--- src/common/mips_defines.svh ---
`ifndef MIPS_DEFINES_SVH
`define MIPS_DEFINES_SVH

`define INSTR_OP     31:26
`define INSTR_RS     25:21
`define INSTR_RT     20:16
`define INSTR_RD     15:11
`define INSTR_FUNC   5:0

`define LINK_REG     5'd31

`define OP_SPECIAL   6'b000000
`define OP_REGIMM    6'b000001
`define OP_J         6'b000010
`define OP_JAL       6'b000011
`define OP_BEQ       6'b000100
`define OP_BNE       6'b000101
`define OP_BLEZ      6'b000110
`define OP_BGTZ      6'b000111
`define OP_ADDI      6'b001000
`define OP_ADDIU     6'b001001
`define OP_SLTI      6'b001010
`define OP_SLTIU     6'b001011
`define OP_ANDI      6'b001100
`define OP_ORI       6'b001101
`define OP_XORI      6'b001110
`define OP_LUI       6'b001111
`define OP_LB        6'b100000
`define OP_LH        6'b100001
`define OP_LW        6'b100011
`define OP_LBU       6'b100100
`define OP_LHU       6'b100101
`define OP_SB        6'b101000
`define OP_SH        6'b101001
`define OP_SW        6'b101011
`define OP_PREF      6'b110011

`define F_SLL        6'b000000
`define F_SRL        6'b000010
`define F_SRA        6'b000011
`define F_SLLV       6'b000100
`define F_SRLV       6'b000110
`define F_SRAV       6'b000111
`define F_JR         6'b001000
`define F_JALR       6'b001001
`define F_MOVZ       6'b001010
`define F_MOVN       6'b001011
`define F_SYSCALL    6'b001100
`define F_BREAK      6'b001101
`define F_SYNC       6'b001111
`define F_ADD        6'b100000
`define F_ADDU       6'b100001
`define F_SUB        6'b100010
`define F_SUBU       6'b100011
`define F_AND        6'b100100
`define F_OR         6'b100101
`define F_XOR        6'b100110
`define F_NOR        6'b100111
`define F_SLT        6'b101010
`define F_SLTU       6'b101011

// REGIMM codes sit in the rt field.
`define B_BLTZ       5'b00000
`define B_BGEZ       5'b00001
`define B_BLTZAL     5'b10000
`define B_BGEZAL     5'b10001

`define ALU_ADD      5'd0
`define ALU_ADDU     5'd1
`define ALU_SUB      5'd2
`define ALU_SUBU     5'd3
`define ALU_SLT      5'd4
`define ALU_SLTU     5'd5
`define ALU_AND      5'd6
`define ALU_OR       5'd7
`define ALU_XOR      5'd8
`define ALU_NOR      5'd9
`define ALU_SLL      5'd10
`define ALU_SRL      5'd11
`define ALU_SRA      5'd12
`define ALU_LUI      5'd13
`define ALU_PASSA    5'd14
`define ALU_MOVZ     5'd15
`define ALU_MOVN     5'd16

// Zero means no branch.
`define BR_BEQ       3'd1
`define BR_BNE       3'd2
`define BR_BGEZ      3'd3
`define BR_BLTZ      3'd4
`define BR_BGTZ      3'd5
`define BR_BLEZ      3'd6

`define MEM_BYTE     2'd1
`define MEM_HALF     2'd2
`define MEM_WORD     2'd3

`define SEL_A_ZERO   2'd0
`define SEL_A_RS     2'd1
`define SEL_B_ZERO   2'd0
`define SEL_B_RT     2'd1
`define SEL_D_ZERO   2'd0
`define SEL_D_RT     2'd1
`define SEL_D_RD     2'd2
`define SEL_D_LINK   2'd3

`endif
--- src/common/decode_ctl_pkg.sv ---
package decode_ctl_pkg;

    typedef logic [4:0] alu_func_t;
    typedef logic [2:0] branch_type_t;
    typedef logic [1:0] mem_size_t;
    typedef logic [1:0] reg_sel_t;

    typedef struct packed {
        alu_func_t    alufunc;
        logic         alusrc_imm;
        logic         zeroext;
        logic         shamt_valid;
        logic         regwrite;
        logic         memtoreg;
        logic         memwrite;
        mem_size_t    mem_size;
        logic         mem_unsigned;
        logic         branch;
        branch_type_t branch_type;
        logic         jump;
        logic         jr;
        logic         is_link;
        logic         is_sys;
        logic         is_bp;
    } ctl_t;

    // Register selectors are resolved to addresses in the output stage.
    typedef struct packed {
        ctl_t     ctl;
        logic     reserved;
        reg_sel_t sel_a;
        reg_sel_t sel_b;
        reg_sel_t sel_dest;
    } dec_t;

endpackage

--- src/common/mips_isa_pkg.sv ---
package mips_isa_pkg;

    typedef logic [31:0] word_t;

    typedef logic [5:0] opcode_t;

    typedef logic [5:0] func_t;

    typedef logic [4:0] reg_addr_t;

endpackage

--- src/hdl/id_stage.sv ---
module id_stage (
    input  logic                     clk,
    input  logic                     arst_n,
    input  logic                     in_valid,
    input  mips_isa_pkg::word_t      instr,
    output logic                     out_valid,
    output decode_ctl_pkg::ctl_t     ctl,
    output mips_isa_pkg::reg_addr_t  srcrega,
    output mips_isa_pkg::reg_addr_t  srcregb,
    output mips_isa_pkg::reg_addr_t  destreg,
    output logic                     exception_ri
);
    import decode_ctl_pkg::*;

    dec_t special_dec;
    dec_t dec;

    special_decode special_decode0 (
        .instr (instr),
        .dec   (special_dec)
    );

    opcode_decode opcode_decode0 (
        .instr       (instr),
        .special_dec (special_dec),
        .dec         (dec)
    );

    decode_output_stage decode_output_stage0 (
        .clk          (clk),
        .arst_n       (arst_n),
        .in_valid     (in_valid),
        .instr        (instr),
        .dec          (dec),
        .out_valid    (out_valid),
        .ctl          (ctl),
        .srcrega      (srcrega),
        .srcregb      (srcregb),
        .destreg      (destreg),
        .exception_ri (exception_ri)
    );

endmodule

--- src/decode/decode_output_stage.sv ---
`include "mips_defines.svh"

module decode_output_stage (
    input  logic                     clk,
    input  logic                     arst_n,
    input  logic                     in_valid,
    input  mips_isa_pkg::word_t      instr,
    input  decode_ctl_pkg::dec_t     dec,
    output logic                     out_valid,
    output decode_ctl_pkg::ctl_t     ctl,
    output mips_isa_pkg::reg_addr_t  srcrega,
    output mips_isa_pkg::reg_addr_t  srcregb,
    output mips_isa_pkg::reg_addr_t  destreg,
    output logic                     exception_ri
);
    import mips_isa_pkg::*;

    reg_addr_t addr_a;
    reg_addr_t addr_b;
    reg_addr_t addr_d;

    assign addr_a = (dec.sel_a == `SEL_A_RS) ? instr[`INSTR_RS] : '0;
    assign addr_b = (dec.sel_b == `SEL_B_RT) ? instr[`INSTR_RT] : '0;

    always_comb begin
        case (dec.sel_dest)
            `SEL_D_RT:   addr_d = instr[`INSTR_RT];
            `SEL_D_RD:   addr_d = instr[`INSTR_RD];
            `SEL_D_LINK: addr_d = `LINK_REG;
            default:     addr_d = '0;
        endcase
    end

    always_ff @(posedge clk or negedge arst_n) begin
        if (!arst_n) begin
            out_valid    <= 1'b0;
            ctl          <= '0;
            srcrega      <= '0;
            srcregb      <= '0;
            destreg      <= '0;
            exception_ri <= 1'b0;
        end else begin
            out_valid <= in_valid;
            if (in_valid) begin // Outputs hold between strobes.
                ctl          <= dec.ctl;
                srcrega      <= addr_a;
                srcregb      <= addr_b;
                destreg      <= addr_d;
                exception_ri <= dec.reserved;
            end
        end
    end

endmodule

--- src/decode/opcode_decode.sv ---
`include "mips_defines.svh"

module opcode_decode (
    input  mips_isa_pkg::word_t  instr,
    input  decode_ctl_pkg::dec_t special_dec,
    output decode_ctl_pkg::dec_t dec
);
    import mips_isa_pkg::*;
    import decode_ctl_pkg::*;

    opcode_t   op;
    reg_addr_t regimm;

    function automatic alu_func_t imm_alu(input opcode_t o);
        case (o)
            `OP_ADDI:  return `ALU_ADD;
            `OP_ADDIU: return `ALU_ADDU;
            `OP_SLTI:  return `ALU_SLT;
            `OP_SLTIU: return `ALU_SLTU;
            `OP_ANDI:  return `ALU_AND;
            `OP_ORI:   return `ALU_OR;
            `OP_XORI:  return `ALU_XOR;
            default:   return `ALU_LUI;
        endcase
    endfunction

    // Low opcode bits give the access size for both loads and stores.
    function automatic mem_size_t mem_size_of(input opcode_t o);
        case (o[1:0])
            2'b00:   return `MEM_BYTE;
            2'b01:   return `MEM_HALF;
            default: return `MEM_WORD;
        endcase
    endfunction

    assign op     = instr[`INSTR_OP];
    assign regimm = instr[`INSTR_RT];

    always_comb begin
        dec = '0;
        case (op)
            `OP_SPECIAL: dec = special_dec;
            `OP_ADDI, `OP_ADDIU, `OP_SLTI, `OP_SLTIU,
            `OP_ANDI, `OP_ORI, `OP_XORI, `OP_LUI: begin
                dec.ctl.alufunc    = imm_alu(op);
                dec.ctl.alusrc_imm = 1'b1;
                dec.ctl.regwrite   = 1'b1;
                dec.ctl.zeroext    = (op == `OP_ANDI) || (op == `OP_ORI) || (op == `OP_XORI);
                dec.sel_a          = (op == `OP_LUI) ? `SEL_A_ZERO : `SEL_A_RS;
                dec.sel_dest       = `SEL_D_RT;
            end
            `OP_BEQ, `OP_BNE: begin
                dec.ctl.branch      = 1'b1;
                dec.ctl.branch_type = (op == `OP_BEQ) ? `BR_BEQ : `BR_BNE;
                dec.sel_a           = `SEL_A_RS;
                dec.sel_b           = `SEL_B_RT;
            end
            `OP_BGTZ, `OP_BLEZ: begin
                dec.ctl.branch      = 1'b1;
                dec.ctl.branch_type = (op == `OP_BGTZ) ? `BR_BGTZ : `BR_BLEZ;
                dec.sel_a           = `SEL_A_RS;
            end
            `OP_REGIMM: begin
                case (regimm)
                    `B_BLTZ, `B_BGEZ, `B_BLTZAL, `B_BGEZAL: begin
                        dec.ctl.branch      = 1'b1;
                        dec.ctl.branch_type = regimm[0] ? `BR_BGEZ : `BR_BLTZ;
                        dec.sel_a           = `SEL_A_RS;
                        if (regimm[4]) begin // Linking forms.
                            dec.ctl.regwrite = 1'b1;
                            dec.ctl.is_link  = 1'b1;
                            dec.sel_dest     = `SEL_D_LINK;
                        end
                    end
                    default: dec.reserved = 1'b1;
                endcase
            end
            `OP_J, `OP_JAL: begin
                dec.ctl.jump = 1'b1;
                if (op == `OP_JAL) begin
                    dec.ctl.regwrite = 1'b1;
                    dec.ctl.is_link  = 1'b1;
                    dec.sel_dest     = `SEL_D_LINK;
                end
            end
            `OP_LB, `OP_LH, `OP_LW, `OP_LBU, `OP_LHU: begin
                dec.ctl.alusrc_imm   = 1'b1;
                dec.ctl.regwrite     = 1'b1;
                dec.ctl.memtoreg     = 1'b1;
                dec.ctl.mem_size     = mem_size_of(op);
                dec.ctl.mem_unsigned = op[2]; // Set only for LBU and LHU.
                dec.sel_a            = `SEL_A_RS;
                dec.sel_dest         = `SEL_D_RT;
            end
            `OP_SB, `OP_SH, `OP_SW: begin
                dec.ctl.alusrc_imm = 1'b1;
                dec.ctl.memwrite   = 1'b1;
                dec.ctl.mem_size   = mem_size_of(op);
                dec.sel_a          = `SEL_A_RS;
                dec.sel_b          = `SEL_B_RT;
            end
            `OP_PREF: begin
            end
            default: dec.reserved = 1'b1;
        endcase
    end

endmodule

--- src/decode/special_decode.sv ---
`include "mips_defines.svh"

module special_decode (
    input  mips_isa_pkg::word_t  instr,
    output decode_ctl_pkg::dec_t dec
);
    import mips_isa_pkg::*;
    import decode_ctl_pkg::*;

    func_t func;

    function automatic alu_func_t alu_code(input func_t f);
        case (f)
            `F_ADD:                        return `ALU_ADD;
            `F_ADDU:                       return `ALU_ADDU;
            `F_SUB:                        return `ALU_SUB;
            `F_SUBU:                       return `ALU_SUBU;
            `F_SLT:                        return `ALU_SLT;
            `F_SLTU:                       return `ALU_SLTU;
            `F_AND:                        return `ALU_AND;
            `F_OR:                         return `ALU_OR;
            `F_XOR:                        return `ALU_XOR;
            `F_NOR:                        return `ALU_NOR;
            `F_SLL, `F_SLLV:               return `ALU_SLL;
            `F_SRL, `F_SRLV:               return `ALU_SRL;
            `F_SRA, `F_SRAV:               return `ALU_SRA;
            `F_MOVZ:                       return `ALU_MOVZ;
            `F_MOVN:                       return `ALU_MOVN;
            `F_JR, `F_JALR:                return `ALU_PASSA;
            `F_SYSCALL, `F_BREAK:          return `ALU_PASSA;
            default:                       return '0;
        endcase
    endfunction

    assign func = instr[`INSTR_FUNC];

    always_comb begin
        dec = '0;
        dec.ctl.alufunc = alu_code(func);
        case (func)
            `F_SLL, `F_SRL, `F_SRA: begin
                dec.ctl.shamt_valid = 1'b1; // Shift amount comes from the instruction.
                dec.ctl.regwrite    = 1'b1;
                dec.sel_b           = `SEL_B_RT;
                dec.sel_dest        = `SEL_D_RD;
            end
            `F_SLLV, `F_SRLV, `F_SRAV, `F_MOVZ, `F_MOVN,
            `F_ADD, `F_ADDU, `F_SUB, `F_SUBU, `F_SLT, `F_SLTU,
            `F_AND, `F_OR, `F_XOR, `F_NOR: begin
                dec.ctl.regwrite = 1'b1;
                dec.sel_a        = `SEL_A_RS;
                dec.sel_b        = `SEL_B_RT;
                dec.sel_dest     = `SEL_D_RD;
            end
            `F_JR, `F_JALR: begin
                dec.ctl.jump = 1'b1;
                dec.ctl.jr   = 1'b1;
                dec.sel_a    = `SEL_A_RS;
                if (func == `F_JALR) begin
                    dec.ctl.regwrite = 1'b1;
                    dec.ctl.is_link  = 1'b1;
                    dec.sel_dest     = `SEL_D_LINK; // Return address always goes to r31.
                end
            end
            `F_SYSCALL: dec.ctl.is_sys = 1'b1;
            `F_BREAK:   dec.ctl.is_bp  = 1'b1;
            `F_SYNC: begin
            end
            default: dec.reserved = 1'b1; // The function already mapped alufunc to zero.
        endcase
    end

endmodule

--- config.mk ---
export PLATFORM = sky130hd
export DESIGN_NAME = id_stage
export DESIGN_NICKNAME = d
export VERILOG_FILES = /design/src/common/decode_ctl_pkg.sv /design/src/common/mips_isa_pkg.sv /design/src/hdl/id_stage.sv /design/src/decode/decode_output_stage.sv /design/src/decode/opcode_decode.sv /design/src/decode/special_decode.sv
export VERILOG_INCLUDE_DIRS = /design/src /design/src/common
export SDC_FILE = /design/constraint.sdc
export NUM_CORES = 1
export LEC_CHECK = 0
export ABC_CLOCK_PERIOD_IN_PS = 800
export BUFFER_PORTS_ARGS = -buffer_cell sky130_fd_sc_hd__buf_2
export CORE_MARGIN = 2
export CORE_UTILIZATION = 45
export CTS_CLUSTER_DIAMETER = 50
export DETAILED_ROUTE_END_ITERATION = 16
export HOLD_SLACK_MARGIN = 0.02
export PLACE_DENSITY_LB_ADDON = 0.15
export SETUP_SLACK_MARGIN = 0.02
export SLEW_MARGIN = 10
export SYNTH_ARGS = -nofsm -noshare
export SYNTH_HDL_FRONTEND = slang
export SYNTH_HIERARCHICAL = 1
export SYNTH_SLANG_ARGS = --single-unit
--- constraint.sdc ---
create_clock -name clk -period 0.8 [get_ports clk]
set_input_delay 0.16 -clock clk [delete_from_list [all_inputs] [get_ports clk]]
set_output_delay 0.16 -clock clk [all_outputs]
set_load 0.01 [all_outputs]
==> results.ini <==
[worst_setup_path]
arrival_ps = 1470
startpoint_type = primary input
r2r-end = decode_output_stage0/exception_ri
cp-end-kind = register
timing.rr.start = decode_output_stage0/exception_ri
critical_path.slowest_cell = a22o_1
r2r_cells = 2
cp_num_buf_inv = 1
required_ps = 1020
reg2reg_slack_ps = -170
crit_chain = buf_8, nor2b_4, a22o_1, a21oi_2, a2111oi_4, o21ai_2, nand2b_1, o22ai_1
crit_fanout = 5
crit_type = primary input to register
cpPeakStageDelay_ps = 230
cp_top_family = compound AO/OA/AOI/OAI gates

[sta]
worst_slack_ps = -456
fin_crit_sh_pct = 157
rsz0062_at_grt = true
hold_viol = 0
fin_tns_setup_ps = -18770
finalMaxSlewViolations = 0
fmax_ghz = 0.796
hold_ws_ps = 48.6
setup_viol = 78
period_needed_ps = 1260
finalClockSkew_ps = 0

[clocking]
clkSinkCount = 40
cts-buffers-inserted = 5
cts_root_buf = clkbuf_8
cts_tree = done
path_clk_slew_ps = 90
htreeDepth = 2
clock_latency_ps = 300
clockBufferDepth = 2

[power_and_ir_drop]
p_switching_w = 0.00177
powerDensity_nw_per_um2 = 1200
p_int_w = 0.00415
vdd_drop_max_mv = 1.04
power.combinational.fraction_pct = 32.6
pwr-share-seq_pct = 36.6
p_clk_share_pct = 30.8
cellLeakagePower_nw = 2.48
p_sw_share_pct = 29.9

[floorplan]
core_sq_um = 6030
rows = 28
die_area_sq_um = 6960
start_util_pct = 47.1
die_h_um = 83.4
die_x_um = 83.4
ios = 75

[hold_path]
hold_path.class = primary input to register
holdPathStages = 1
hold_end = decode_output_stage0/out_valid
hp-start = in_valid

[synthesis]
yosysUniqueCellTypes = 60
synth_area_sq_um = 2840
async_reset_ff_share_pct = 100
yosysSeqAreaShare_pct = 35.3
yosys_warnings = 6
synth_edf_count = 0
syn_avg_cell_area_sq_um = 9.49
synthFlopType = dfrtp_1
postSynthCellCount = 299
ys_ff_latch = 40

[placed_design]
dp_cells = 486
gp_congestion = 0.862
post-dp-hpwl_mm = 5.57
port_buffers = 69

[run]
drv_cap = 0

[final_layout]
drive_above_1_share_pct = 64.3
insertedDiodeCount = 0
mostFrequentLayoutCells = buf_4 (81), buf_2 (53), dfrtp_1 (40), buf_6 (37), mux2_4 (23)
nets = 510
mostFrequentLayoutCell = buf_4
n_fill_cell = 329
utilization_pct = 82.0
stdcell_count = 548
area_growth_pct = 74.1

[global_routing]
track_usage_pct = 26.5
grt_first_pass_wirelength_mm = 14.9
gr-total-overflow = 0
grt_pass1_vias = 2950
grt_max_degree = 37
antenna_found_initial = 0

[status]
status = finished, violations left
violations = setup timing

[route]
drt_iter0_drc = 174
antenna_left = 0
wire_per_inst_um = 18.7
vias = 3045
vias_per_cell = 5.56
drc = 0
drtPass1Iterations = 4
drt-total-wl_mm = 10.3

## worst register-to-register path: stages (launching register included)
cell     delay (ps)
dfrtp_1         440
buf_4           150
mux2_4          270
## worst max path at each step
stage / to / start / cells after the start / slack (ps)
floorplan: decode_output_stage0/srcrega[0] / instr[5] / 8 / -660
global placement: decode_output_stage0/ctl[20] / instr[0] / 8 / -850
detailed placement: decode_output_stage0/srcrega[4] / instr[5] / 8 / -890
CTS: decode_output_stage0/ctl[19] / instr[2] / 8 / -420
global route: decode_output_stage0/ctl[19] / instr[2] / 8 / -490
finish: decode_output_stage0/srcrega[2] / instr[0] / 8 / -460
## cells in the mapped netlist (all sizes together), types with 4 or more instances
| master | n | area, sq um |
|---|---|---|
| mux2 | 24 | 345 |
| o21ai | 15 | 75.1 |
| nor3 | 10 | 50.1 |
| clkbuf | 5 | 33.8 |
| and3 | 7 | 43.8 |
| nand2b | 4 | 25.0 |
| inv | 19 | 71.3 |
| a21o | 4 | 30.0 |
| nor2 | 13 | 56.3 |
| a21oi | 17 | 85.1 |
| o22ai | 18 | 113 |
| buf | 35 | 290 |
| nor2b | 7 | 51.3 |
| nand2 | 27 | 101 |
| dfrtp | 40 | 1000 |
## metrics by stage
| stage | cell area (sq um) | worst slack, ps | total power, W |
|---|---|---|---|
| 4_1_cts | 4620 | -423 | 0.00567 |
| 3_5_place_dp | 3680 | -893 | 0.00347 |
| 3_3_place_gp | 3680 | -853 | 0.00344 |
| 5_1_grt | 4940 | -487 | 0.00616 |
| 2_1_floorplan | 3090 | -660 | 0.00301 |
| 6_report | 4940 | -456 | 0.00592 |
## per-layer routing
| metal | part of all wire (%) | routed length, um | track usage [%] | up-vias |
|---|---|---|---|---|
| met3 | 5.8 | 594 | 4.08 | 27 |
| met5 | 0 | 0 | 0 | - |
| met2 | 48 | 4960 | 43.7 | 129 |
| met4 | 3.4 | 352 | 9.24 | 0 |
| li1 | - | - | - | 1384 |
| met1 | 42 | 4350 | 35.4 | 1505 |
## state kept, by name, indices dropped and copies added, names as in the netlist
signal / cells
decode_output_stage0/ctl: 23
decode_output_stage0/destreg: 5
decode_output_stage0/exception_ri: 1
decode_output_stage0/out_valid: 1
decode_output_stage0/srcrega: 5
decode_output_stage0/srcregb: 5
## layout make-up
cell class / count / area, sq um / share of cell area [%]
Multi-Input combinational cell: 212 / 1940 / 39.2
Timing Repair Buffer: 194 / 1710 / 34.7
Tap cell: 75 / 93.8 / 1.90
Inverter: 19 / 73.8 / 1.49
Clock buffer: 6 / 82.6 / 1.67
Clock inverter: 2 / 38.8 / 0.785
Sequential cell: 40 / 1000 / 20.3
## repair_timing
item | in CTS | in global routing
gates cloned | 2 | 2
hold buffers | 1 | 0
endpoints found under the hold margin | 40 | 0
setup buffers | 37 | 14
endpoints found under the setup margin | 79 | 79
gates resized for setup | 125 | 42
pin swaps | 43 | 32
## logic make-up after synthesis
family,synth area share [%]
AND/OR/NAND/NOR,16.5
adder cells (fa/ha/maj),1.32
XOR/XNOR,0.617
other,0.132
flip-flops,35.3
multiplexers,12.9
AO/OA/AOI/OAI,19.4
buffers and inverters,13.9
## power groups by stage
stage               sequential (W)  clock, W  combinational (W)
finish                     0.00217   0.00182            0.00193
global route               0.00218   0.00195            0.00203
CTS                        0.00216   0.00184            0.00167
detailed placement         0.00220         0            0.00126
global placement           0.00220         0            0.00124
floorplan                  0.00224         0           0.000772
Note: power is estimated with default switching activity, not from simulation.
